===== src/logic/isa_defs_pkg.sv =====
`default_nettype none

package isa_defs_pkg;

    // One instruction word per valid strobe
    localparam int INSTR_WIDTH = 8;

    // Two index bits address the four registers
    localparam int REG_IDX_WIDTH = 2;

    // Operation field, maps straight onto arch_defs_pkg::alu_op_t
    localparam int OP_MSB = 7;
    localparam int OP_LSB = 5;

    // Destination register, also the first operand
    localparam int RD_MSB = 4;
    localparam int RD_LSB = 3;

    // Source register, second operand
    localparam int RS_MSB = 2;
    localparam int RS_LSB = 1;

    // Kind bit
    //   0 : ALU instruction, rd <= f(rd, rs)
    //   1 : load immediate, rd <= imm
    localparam int KIND_BIT = 0;

endpackage

`default_nettype wire


===== src/logic/arch_defs_pkg.sv =====
`default_nettype none

package arch_defs_pkg;

    // Operand width of the execute datapath
    localparam int DATA_WIDTH = 8;

    // ALU operation codes, 3 bits wide to fit the opcode field
    typedef enum logic [2:0] {
        ALU_ADD = 3'd0, // rd + rs
        ALU_ADC = 3'd1, // rd + rs + stored carry
        ALU_SUB = 3'd2, // rd + ~rs + 1
        ALU_INR = 3'd3, // rd + 1
        ALU_DCR = 3'd4, // rd - 1
        ALU_AND = 3'd5,
        ALU_OR  = 3'd6,
        ALU_XOR = 3'd7
    } alu_op_t;

    // Arithmetic ops produce a real carry out of the extended sum.
    // Logic ops always clear carry

endpackage

`default_nettype wire

===== src/logic/sap_datapath.sv =====
`default_nettype none

module sap_datapath #(
    parameter int DATA_WIDTH = arch_defs_pkg::DATA_WIDTH
) (
    input  logic                                 clk,
    input  logic                                 reset,
    input  logic                                 instr_valid_i,
    input  logic [isa_defs_pkg::INSTR_WIDTH-1:0] instr_i,
    input  logic [DATA_WIDTH-1:0]                imm_i,
    output logic [DATA_WIDTH-1:0]                result_o,
    output logic                                 result_valid_o,
    output logic                                 zero_o,
    output logic                                 carry_o,
    output logic                                 negative_o
);

    logic [isa_defs_pkg::REG_IDX_WIDTH-1:0] rd_idx;
    logic [isa_defs_pkg::REG_IDX_WIDTH-1:0] rs_idx;
    logic [isa_defs_pkg::REG_IDX_WIDTH-1:0] wr_idx;
    logic                                   wr_en;
    logic [DATA_WIDTH-1:0]                  wr_data;
    logic [DATA_WIDTH-1:0]                  rd_data;   // First ALU operand
    logic [DATA_WIDTH-1:0]                  rs_data;   // Second ALU operand
    arch_defs_pkg::alu_op_t                 alu_op;
    logic                                   carry_in;
    logic [DATA_WIDTH-1:0]                  alu_result;
    logic                                   alu_zero;
    logic                                   alu_carry;
    logic                                   alu_negative;

    exec_ctrl #(.DATA_WIDTH(DATA_WIDTH)) u_exec_ctrl (
        .clk            (clk),
        .reset          (reset),
        .instr_valid_i  (instr_valid_i),
        .instr_i        (instr_i),
        .imm_i          (imm_i),
        .alu_result_i   (alu_result),
        .alu_zero_i     (alu_zero),
        .alu_carry_i    (alu_carry),
        .alu_negative_i (alu_negative),
        .rd_idx_o       (rd_idx),
        .rs_idx_o       (rs_idx),
        .wr_idx_o       (wr_idx),
        .wr_en_o        (wr_en),
        .wr_data_o      (wr_data),
        .alu_op_o       (alu_op),
        .carry_in_o     (carry_in),
        .result_valid_o (result_valid_o),
        .zero_o         (zero_o),
        .carry_o        (carry_o),
        .negative_o     (negative_o)
    );

    reg_file #(.DATA_WIDTH(DATA_WIDTH)) u_reg_file (
        .clk       (clk),
        .reset     (reset),
        .rd_idx_i  (rd_idx),
        .rs_idx_i  (rs_idx),
        .wr_idx_i  (wr_idx),
        .wr_en_i   (wr_en),
        .wr_data_i (wr_data),
        .rd_data_o (rd_data),
        .rs_data_o (rs_data)
    );

    // Flags leave through exec_ctrl, the ALU's own flags are only its inputs
    alu #(.DATA_WIDTH(DATA_WIDTH)) u_alu (
        .clk              (clk),
        .reset            (reset),
        .in_one_i         (rd_data),
        .in_two_i         (rs_data),
        .in_carry_i       (carry_in),
        .alu_op_i         (alu_op),
        .result_o         (alu_result),
        .latched_result_o (result_o),
        .zero_o           (alu_zero),
        .carry_o          (alu_carry),
        .negative_o       (alu_negative)
    );

endmodule

`default_nettype wire


===== src/logic/exec_ctrl.sv =====
`default_nettype none

module exec_ctrl #(
    parameter int DATA_WIDTH = arch_defs_pkg::DATA_WIDTH
) (
    input  logic                                   clk,
    input  logic                                   reset,
    input  logic                                   instr_valid_i,
    input  logic [isa_defs_pkg::INSTR_WIDTH-1:0]   instr_i,
    input  logic [DATA_WIDTH-1:0]                  imm_i,
    input  logic [DATA_WIDTH-1:0]                  alu_result_i,
    input  logic                                   alu_zero_i,
    input  logic                                   alu_carry_i,
    input  logic                                   alu_negative_i,
    output logic [isa_defs_pkg::REG_IDX_WIDTH-1:0] rd_idx_o,
    output logic [isa_defs_pkg::REG_IDX_WIDTH-1:0] rs_idx_o,
    output logic [isa_defs_pkg::REG_IDX_WIDTH-1:0] wr_idx_o,
    output logic                                   wr_en_o,
    output logic [DATA_WIDTH-1:0]                  wr_data_o,
    output arch_defs_pkg::alu_op_t                 alu_op_o,
    output logic                                   carry_in_o,
    output logic                                   result_valid_o,
    output logic                                   zero_o,
    output logic                                   carry_o,
    output logic                                   negative_o
);

    logic is_load;   // Set for a load immediate
    logic alu_fire;  // Accepted ALU instruction this cycle

    // Field decode
    assign alu_op_o = arch_defs_pkg::alu_op_t'(
        instr_i[isa_defs_pkg::OP_MSB:isa_defs_pkg::OP_LSB]);
    assign rd_idx_o = instr_i[isa_defs_pkg::RD_MSB:isa_defs_pkg::RD_LSB];
    assign rs_idx_o = instr_i[isa_defs_pkg::RS_MSB:isa_defs_pkg::RS_LSB];
    assign is_load  = instr_i[isa_defs_pkg::KIND_BIT];

    assign alu_fire = instr_valid_i & ~is_load;

    // Both kinds write rd; only the data source differs
    assign wr_en_o   = instr_valid_i;
    assign wr_idx_o  = rd_idx_o;
    assign wr_data_o = is_load ? imm_i : alu_result_i;

    // Stored carry goes back to the ALU for ADC
    assign carry_in_o = carry_o;

    always_ff @(posedge clk) begin
        if (reset) begin
            result_valid_o <= 1'b0;
            zero_o         <= 1'b0;
            carry_o        <= 1'b0;
            negative_o     <= 1'b0;
        end else begin
            result_valid_o <= alu_fire; // One cycle high per ALU instruction
            if (alu_fire) begin
                zero_o     <= alu_zero_i;
                carry_o    <= alu_carry_i;
                negative_o <= alu_negative_i;
            end
        end
    end

    // Latched zero and negative must agree with the value written back
    a_flags_match_result: assert property (@(posedge clk) disable iff (reset)
        alu_fire |=> (zero_o == ($past(wr_data_o) == '0))
                     && (negative_o == $past(wr_data_o[DATA_WIDTH-1])))
        else $error("exec_ctrl: flags disagree with the written result");

endmodule

`default_nettype wire


===== src/logic/reg_file.sv =====
`default_nettype none

module reg_file #(
    parameter int DATA_WIDTH = arch_defs_pkg::DATA_WIDTH
) (
    input  logic                                  clk,
    input  logic                                  reset,
    input  logic [isa_defs_pkg::REG_IDX_WIDTH-1:0] rd_idx_i,
    input  logic [isa_defs_pkg::REG_IDX_WIDTH-1:0] rs_idx_i,
    input  logic [isa_defs_pkg::REG_IDX_WIDTH-1:0] wr_idx_i,
    input  logic                                  wr_en_i,
    input  logic [DATA_WIDTH-1:0]                 wr_data_i,
    output logic [DATA_WIDTH-1:0]                 rd_data_o,
    output logic [DATA_WIDTH-1:0]                 rs_data_o
);

    // Register count follows from the index field
    localparam int NUM_REGS = 1 << isa_defs_pkg::REG_IDX_WIDTH;

    logic [DATA_WIDTH-1:0] regs_q [NUM_REGS];

    always_ff @(posedge clk) begin
        if (reset) begin
            for (int i = 0; i < NUM_REGS; i++) begin
                regs_q[i] <= '0;
            end
        end else if (wr_en_i) begin
            regs_q[wr_idx_i] <= wr_data_i;
        end
    end

    // Both read ports are combinational.
    // A write at edge N is seen by the instruction at edge N+1
    assign rd_data_o = regs_q[rd_idx_i];
    assign rs_data_o = regs_q[rs_idx_i];

    // The decoder in exec_ctrl must never hand over a floating write index
    a_wr_idx_known: assert property (@(posedge clk) disable iff (reset)
        wr_en_i |-> !$isunknown(wr_idx_i))
        else $error("reg_file: unknown write index with write enable");

endmodule

`default_nettype wire


===== src/logic/alu.sv =====
`default_nettype none

module alu #(
    parameter int DATA_WIDTH = arch_defs_pkg::DATA_WIDTH
) (
    input  logic                   clk,
    input  logic                   reset,
    input  logic [DATA_WIDTH-1:0]  in_one_i,
    input  logic [DATA_WIDTH-1:0]  in_two_i,
    input  logic                   in_carry_i,
    input  arch_defs_pkg::alu_op_t alu_op_i,
    output logic [DATA_WIDTH-1:0]  result_o,
    output logic [DATA_WIDTH-1:0]  latched_result_o,
    output logic                   zero_o,
    output logic                   carry_o,
    output logic                   negative_o
);

    localparam logic [DATA_WIDTH:0] ONE_EXT = {{DATA_WIDTH{1'b0}}, 1'b1};

    logic [DATA_WIDTH:0]   op_a_ext;   // Operands widened by one bit for carry out
    logic [DATA_WIDTH:0]   op_b_ext;
    logic [DATA_WIDTH:0]   carry_ext;
    logic [DATA_WIDTH:0]   arith_ext;
    logic [DATA_WIDTH-1:0] logic_res;
    logic                  is_arith;

    assign op_a_ext  = {1'b0, in_one_i};
    assign op_b_ext  = {1'b0, in_two_i};
    assign carry_ext = {{DATA_WIDTH{1'b0}}, in_carry_i};

    always_comb begin
        arith_ext = '0;
        logic_res = '0;
        case (alu_op_i)
            arch_defs_pkg::ALU_ADD: arith_ext = op_a_ext + op_b_ext;
            arch_defs_pkg::ALU_ADC: arith_ext = op_a_ext + op_b_ext + carry_ext;
            // Two's complement subtract where carry set means no borrow
            arch_defs_pkg::ALU_SUB: arith_ext = op_a_ext + {1'b0, ~in_two_i} + ONE_EXT;
            arch_defs_pkg::ALU_INR: arith_ext = op_a_ext + ONE_EXT;
            arch_defs_pkg::ALU_DCR: arith_ext = op_a_ext - ONE_EXT; // Wraps to 1_1111_1111 from 0
            arch_defs_pkg::ALU_AND: logic_res = in_one_i & in_two_i;
            arch_defs_pkg::ALU_OR:  logic_res = in_one_i | in_two_i;
            arch_defs_pkg::ALU_XOR: logic_res = in_one_i ^ in_two_i;
            default: begin
                arith_ext = '0;
                logic_res = '0;
            end
        endcase
    end

    assign is_arith = alu_op_i inside {arch_defs_pkg::ALU_ADD, arch_defs_pkg::ALU_ADC,
                                       arch_defs_pkg::ALU_SUB, arch_defs_pkg::ALU_INR,
                                       arch_defs_pkg::ALU_DCR};

    // Combinational result feeds same-edge write-back
    assign result_o   = is_arith ? arith_ext[DATA_WIDTH-1:0] : logic_res;
    assign carry_o    = is_arith & arith_ext[DATA_WIDTH]; // Logic ops clear carry
    assign zero_o     = (result_o == '0);
    assign negative_o = result_o[DATA_WIDTH-1];

    always_ff @(posedge clk) begin
        if (reset) begin
            latched_result_o <= '0;
        end else begin
            latched_result_o <= result_o; // Follows the ALU every cycle
        end
    end

    // Known inputs must give a known latched value on the next edge
    a_result_known: assert property (@(posedge clk) disable iff (reset)
        !$isunknown({in_one_i, in_two_i, in_carry_i, alu_op_i})
            |=> !$isunknown(latched_result_o))
        else $error("alu: unknown result from known operands");

endmodule

`default_nettype wire


===== config.mk =====
export PLATFORM = sky130hd
export DESIGN_NAME = sap_datapath
export DESIGN_NICKNAME = d
export VERILOG_FILES = /design/src/logic/isa_defs_pkg.sv /design/src/logic/arch_defs_pkg.sv /design/src/logic/sap_datapath.sv /design/src/logic/exec_ctrl.sv /design/src/logic/reg_file.sv /design/src/logic/alu.sv
export SDC_FILE = /design/constraint.sdc
export NUM_CORES = 1
export LEC_CHECK = 0
export BUFFER_PORTS_ARGS = -buffer_cell sky130_fd_sc_hd__buf_2
export CAP_MARGIN = 20
export CORE_MARGIN = 4
export CORE_UTILIZATION = 52
export CTS_CLUSTER_DIAMETER = 120
export CTS_CLUSTER_SIZE = 14
export DETAILED_ROUTE_END_ITERATION = 10
export HOLD_SLACK_MARGIN = 0.06
export PLACE_DENSITY = 0.73
export SYNTH_ARGS = -nofsm -noshare
export SYNTH_HDL_FRONTEND = slang
export SYNTH_SLANG_ARGS = --single-unit
export TNS_END_PERCENT = 10

===== constraint.sdc =====
create_clock -name clk -period 3.6 [get_ports clk]
set_clock_uncertainty 0.2 [all_clocks]
set_input_delay 0 -clock clk [delete_from_list [all_inputs] [get_ports clk]]
set_output_delay 0 -clock clk [all_outputs]
set_load 0.01 [all_outputs]

# --- After elaboration in Yosys (flattened, before gate mapping) ---
# Memory sizes are Yosys's and may differ from the RTL's.
# Cells that the tools add are included.
classes:
  addsub: 6
  bitwise_logic: 7
  reduce_logical: 4
  n_eq_ne: 7
  muxes: 12
op_table:
  columns: ["operator", "count"]
  rows:
  - ["one-hot mux 9 bit (5 select lines)", 1]
  - ["two-way mux 8 bit", 3]
  - ["one-hot mux 8 bit (3 select lines)", 1]
  - ["adder 8 x 8 -> 9 bit", 2]
  - ["== test 3 bit, second input constant", 4]
  - ["adder 8 x 1 -> 9 bit, second input constant", 1]
  - ["adder 9 x 1 -> 9 bit", 1]
  - ["adder 9 x 1 -> 9 bit, second input constant", 1]
  - ["subtractor 8 x 1 -> 9 bit, second input constant", 1]
  - ["AND 8 bit", 1]
  - ["zero test 8 bit", 1]
  - ["inverter 8 bit", 1]
  - ["bitwise OR 8 bit", 1]
  - ["OR reduction 8 bit", 1]
  - ["bitwise XOR 8 bit", 1]
  - ["== test 3 x 2 -> 1 bit, second input constant", 2]
  - ["two-way mux 1 bit", 6]
  - ["nonzero test 5 bit", 1]
  - ["== test 3 x 1 -> 1 bit, second input constant", 1]
  - ["zero test 3 bit", 1]
  - ["AND 1 bit", 2]
  - ["two-way mux 2 bit", 1]
  - ["inverter 1 bit", 1]
word_totals:
  ramBits: 32
  word_cells: 42
  output_inout_bits: 12
  mem_count: 1
  regBits: 12
mem_list:
  columns: ["name", "words", "word_bits", "rd", "rd_clocked_by_memory_dff", "write_ports", "line_no", "text"]
  rows:
  - ["u_reg_file.regs_q", 4, 8, 2, 0, 4, "reg_file.sv:20", "logic [DATA_WIDTH-1:0] regs_q [NUM_REGS];"]

# --- Depth between registers and ports, before layout ---
# An unclocked memory read counts as a cell.
depth:
  word_depth: 8
  mapped_depth: 13

# --- Cells and area by module ---
# Synthesis repeated with hierarchy kept, for this count alone.
unflattened:
  cells_unflattened: 412
  hier_area_um2: 4167.7
modules_own_cells:
  columns: ["mod", "cells_per_inst", "seq_area_each_um2", "n_inst", "area_each_um2"]
  rows:
  - ["alu", 283, 160.2, 1, 2113.3]
  - ["reg_file", 94, 960.9, 1, 1671.6]
  - ["exec_ctrl", 35, 80.1, 1, 382.9]

# --- Worst setup path before layout ---
# Ideal clock, no wire load.
synth_path:
  kind: "input-to-reg"
  from: "in instr_i[1] (netlist name)"
  to: "reg u_exec_ctrl.zero_o"
  t_required_ns: 3.331
  n_path_buf: 1
  stages: 12
  slack_ns: -0.187
  arrival_ns: 3.519
  setup_ns: 0.069
  path_cell_list: "clkbuf_1 > mux4_2 > ha_1 > fa_1 > a211oi_4 > o21ai_0 > nor4_1 > nand4_1 > xnor2_1 > a22o_1 > or4_1 > o21ai_1"
synth_via:
  elab_chain_cells: 7
synth_rtl:
  columns: ["element", "line_no", "text"]
  rows:
  - ["start, declared", "sap_datapath.sv:9", "input logic [isa_defs_pkg::INSTR_WIDTH-1:0] instr_i,"]
  - ["memory (4 x 8 bit) *", null, null]
  - ["inverter 8 bit", "alu.sv:39", "arch_defs_pkg::ALU_SUB: arith_ext = op_a_ext + {1'b0, ~in_two_i} + ONE_EXT;"]
  - ["adder 8 x 8 -> 9 bit", "alu.sv:39", null]
  - ["adder 9 x 1 -> 9 bit", "alu.sv:39", null]
  - ["one-hot mux 9 bit (5 select lines)", "alu.sv:35", "case (alu_op_i)"]
  - ["two-way mux 8 bit *", "alu.sv:57", "assign result_o = is_arith ? arith_ext[DATA_WIDTH-1:0] : logic_res;"]
  - ["zero test 8 bit *", "alu.sv:59", "assign zero_o = (result_o == '0);"]
  - ["end signal, assigned", "exec_ctrl.sv:57", "zero_o <= alu_zero_i;"]
  - ["end, declared", "exec_ctrl.sv:23", "output logic zero_o,"]
# Every way passes the cells marked *; elsewhere a longest branch is shown, timed or not.
# A chain may end at the register's enable or synchronous reset.

==> impl_metrics.py <==
metrics = {
    "power_and_ir_drop": {
        "p_sw_uw": 681.0,
        "clkPwrFrac": 0.206,
        "pwr-share-seq": 0.307,
        "switching_share": 0.3519,
        "power_leakage_uw": 0.002267,
        "internal-power_uw": 1254,
        "power_density_nw_per_um2": 373.8,
        "comb_power_share": 0.487,
        "peakVddDrop_v": 0.0003503,
    },
    "placed_design": {
        "pre_cts_ws_ns": -0.2608,
        "place_congestion": 0.8926,
        "dp_hpwl_microns": 8945,
        "io_buffer_count": 30,
        "dp.cells": 603,
    },
    "sta": {
        "slew_viol_final": 0,
        "hold_viol": 0,
        "tightest_slew_ns": 0.6586,
        "fin_crit_sh": 1.052,
        "rsz0062_at_grt": "yes",
        "setup_viol": 20,
        "timing.fmax_ghz": 0.2640,
        "period_needed_ns": 3.787,
        "worst_slack_ns": -0.1874,
        "relSlewSlack": 0.5575,
    },
    "cts": {
        "cts_buffers": 5,
        "clkTransAtPathRegs_ns": 0.09,
        "htree_levels": 2,
        "tritoncts": "built",
        "clk_latency_ns": 0.30,
        "cts_buffer_depth": 2,
        "root_buffer": "clkbuf_8",
        "clock-sinks": 44,
    },
    "synthesis": {
        "synth_seq_cells": 44,
        "synth.avg_cell_area_sq_um": 9.432,
        "synth.area.mux_share": 0.1128,
        "synth_cell_types": 70,
        "synth_xor_area_frac": 0.03885,
        "netlist_area_sq_um": 3961,
        "synthSimpleGateAreaFrac": 0.1943,
        "synthCells": 420,
        "syn-num-nets": 475,
        "synthArstFlopShare": 0,
        "synth-adder-area-share": 0.1194,
        "yosysSeqAreaShare": 0.3032,
        "synth_top_family_by_area": "simple AND/OR/NAND/NOR gates",
        "ys_warn_count": 0,
        "synth_edf_count": 32,
        "yosys_most_used_dff": "edfxtp_1",
        "synth_compound_area_frac": 0.1794,
    },
    "finish": {
        "drive_above_1_share": 0.3517,
        "instances_no_fill": 625,
        "syn_to_final_growth_pct": 30.70,
        "fill_cells": 523,
        "insertedDiodeCount": 0,
        "fin_nets": 580,
        "fin_util": 0.7063,
    },
    "outcome": {
        "outcome": "finished, violations left",
        "violations": "setup timing",
    },
    "global_route": {
        "grt_pass1_vias": 3825,
        "grt_antenna_before_repair": 0,
        "grt_pass1_wl_microns": 18780,
        "overflow": 0,
        "grt_max_degree": 27,
        "grtUsageTotal": 0.2759,
    },
    "die": {
        "coreArea_sq_um": 7331,
        "row_count": 31,
        "start_util": 0.5404,
        "die_w_microns": 95.28,
        "fp.dieH_microns": 95.28,
        "dieArea_sq_um": 9078,
        "ios": 31,
    },
    "detailed_routing": {
        "first_pass_iters": 5,
        "viasPerCell": 6.016,
        "drt_drc_violations_left": 0,
        "routed_wl_microns": 12210,
        "vias": 3760,
        "avgRoutedWirePerCell_microns": 19.54,
        "drt_iter0_drc": 352,
        "ant_nets": 0,
    },
    "critical_path": {
        "critPathLaunchType": "flip-flop",
        "cp_max_fo": 3,
        "ff2ff_path_depth": 12,
        "crit_type": "reg -> reg",
        "reg2reg_to": "u_exec_ctrl.zero_o$_SDFFE_PP0P_",
        "crit_buf_inv": 2,
        "slowest_delay_ns": 0.53,
        "worst-path-stages": 12,
        "r2r_slack_ns": -0.19,
        "crit_chain": "mux4_2 -> ha_4 -> fa_2 -> a211oi_4 -> buf_6 -> o21ai_4 -> a221oi_4 -> buf_4 -> xnor2_2 -> a22o_4 -> or4_1 -> o21ai_1",
        "crit_arrival_ns": 3.82,
        "crit_path_top_delay_cell": "mux4_2",
        "end_kind": "flip-flop",
        "rr_startpoint": "u_reg_file.regs_q[3][0]$_DFFE_PP_",
        "cp_top_family": "compound AO/OA/AOI/OAI gates",
        "cp.required_ns": 3.64,
    },
    "hold_path": {
        "hold_path.class": "in -> reg",
        "min_to": "u_reg_file.regs_q[3][3]$_DFFE_PP_",
        "worstHoldStart": "imm_i[3]",
        "hold_path_depth": 6,
    },
    "job": {
        "drv_cap": 0,
    },
}
worst register-to-register path, cell delays in order, from the launching register on:
cell and delay (ns):
edfxtp_1 0.41, mux4_2 0.53, ha_4 0.19, fa_2 0.37
a211oi_4 0.31, buf_6 0.15, o21ai_4 0.07, a221oi_4 0.34
buf_4 0.18, xnor2_2 0.07, a22o_4 0.25, or4_1 0.52
o21ai_1 0.14
synthesized netlist by cell type, types with 2 or more instances:
cell / instances / area, sq um
nor4_1: 4 / 25.02
o21ai_0: 16 / 80.08
nand2_1: 19 / 71.32
xnor2_1: 9 / 78.83
buf_2: 3 / 15.01
mux4_2: 15 / 337.8
a211oi_1: 3 / 22.52
a211oi_2: 2 / 25.02
fa_1: 3 / 60.06
clkbuf_1: 13 / 48.80
ha_1: 33 / 412.9
a21oi_1: 20 / 100.1
buf_1: 3 / 11.26
nor2b_1: 11 / 68.82
or2_2: 2 / 12.51
nand3_1: 9 / 45.04
nand2b_1: 12 / 75.07
a22o_1: 3 / 26.28
nor3_1: 12 / 60.06
xor2_1: 6 / 52.55
edfxtp_1: 32 / 960.9
a21o_1: 3 / 22.52
a221oi_1: 3 / 26.28
mux2_2: 3 / 33.78
o21ai_1: 2 / 10.01
a211o_1: 2 / 17.52
o221ai_1: 3 / 26.28
o211ai_1: 7 / 52.55
a21oi_2: 2 / 17.52
o21bai_1: 4 / 30.03
inv_1: 30 / 112.6
and2_1: 4 / 25.02
dfxtp_1: 12 / 240.2
o21a_1: 5 / 37.54
mux2i_1: 6 / 60.06
nor2_1: 54 / 202.7
nand3b_1: 5 / 37.54
nor2_2: 4 / 25.02
and3_1: 5 / 31.28
o22ai_1: 6 / 37.54
logic make-up after synthesis:
group | Yosys count
AOI/OAI and AO/OA | 96
xor gates and xnor gates | 16
adders and majority gates | 36
buffers and inverters | 52
DFF | 44
muxes | 25
and+or+nand+nor | 151
power groups by stage:
| stage | clock network, uW | registers, uW | logic [uW] |
|---|---|---|---|
| floorplan | 0 | 608 | 489 |
| global placement | 0 | 601 | 792 |
| detailed placement | 0 | 605 | 808 |
| CTS | 402 | 594 | 868 |
| global route | 430 | 597 | 1010 |
| finish | 398 | 595 | 942 |
worst max-delay path by stage:
stage	startpoint	slack, ns	end
3_3_place_gp	u_reg_file.regs_q[3][1]$_DFFE_PP_	-0.1	u_exec_ctrl.zero_o$_SDFFE_PP0P_
2_1_floorplan	u_reg_file.regs_q[3][0]$_DFFE_PP_	0.05	u_exec_ctrl.zero_o$_SDFFE_PP0P_
3_5_place_dp	u_reg_file.regs_q[3][1]$_DFFE_PP_	-0.26	u_reg_file.regs_q[2][5]$_SDFFCE_PN0P_
4_1_cts	u_reg_file.regs_q[3][1]$_DFFE_PP_	-0.07	u_reg_file.regs_q[2][7]$_SDFFCE_PN0P_
5_1_grt	u_reg_file.regs_q[3][0]$_DFFE_PP_	-0.31	u_exec_ctrl.zero_o$_SDFFE_PP0P_
6_report	u_reg_file.regs_q[3][0]$_DFFE_PP_	-0.19	u_exec_ctrl.zero_o$_SDFFE_PP0P_
layer usage:
| layer | track usage | routed length, microns | share of wire |
|---|---|---|---|
| met5 | 0 | 0 | 0 |
| met4 | 0.1358 | 610 | 0.050 |
| met3 | 0.02999 | 743 | 0.061 |
| met2 | 0.4915 | 6142 | 0.50 |
| met1 | 0.3285 | 4715 | 0.39 |
flip-flops by register name, summed over array words and instances, names as in the netlist:
name	count
u_reg_file.regs_q	32
u_exec_ctrl.result_valid_o	1
u_alu.latched_result_o	8
u_exec_ctrl.carry_in_o	1
u_exec_ctrl.zero_o	1
u_exec_ctrl.negative_o	1
layout by cell type, fill, tap and decap left out, drive strengths merged, types with 7 or more instances in the layout:
cell type	Yosys	layout
xnor2	9	9
o211ai	7	7
a21oi	22	22
nor2	58	58
dfxtp	12	12
ha	33	33
o21ai	19	19
dlygate4sd3	0	8
nor2b	11	11
nand2	19	19
nand2b	12	12
edfxtp	32	32
buf	7	110
inv	31	31
nor3	13	13
nand3	9	9
mux4	15	15
through the flow:
stage / area, sq um / power [uW] / hold WS, ns / TNS, ns
6_report: 5177 / 1935 / 0.07600 / -1.754
5_1_grt: 5177 / 2033 / 0.1205 / -4.812
4_1_cts: 5069 / 1864 / 0.07106 / -0.3259
3_5_place_dp: 4723 / 1413 / 0.1547 / -2.521
3_3_place_gp: 4723 / 1394 / 0.1539 / -0.8544
2_1_floorplan: 3970 / 1097 / -0.1284 / 0
final cells by class:
cell class                 instances  area [sq um]  area share
multi-input combinational        324          2756      0.5324
sequential                        44          1201      0.2320
timing repair buffer             118         854.6      0.1651
tap                               99         123.9     0.02392
inverter                          32         120.1     0.02320
clock buffer                       6         82.58     0.01595
clock inverter                     2         38.79    0.007492
timing repair:
action / CTS / global route
pin swaps: 9 / 8
resized for setup: 24 / 19
hold endpoints to repair: 29 / 0
setup endpoints to repair: 24 / 32
hold buffers: 8 / 0
buffers inserted: 3 / 3
Note: power is estimated with default switching activity, not from simulation.
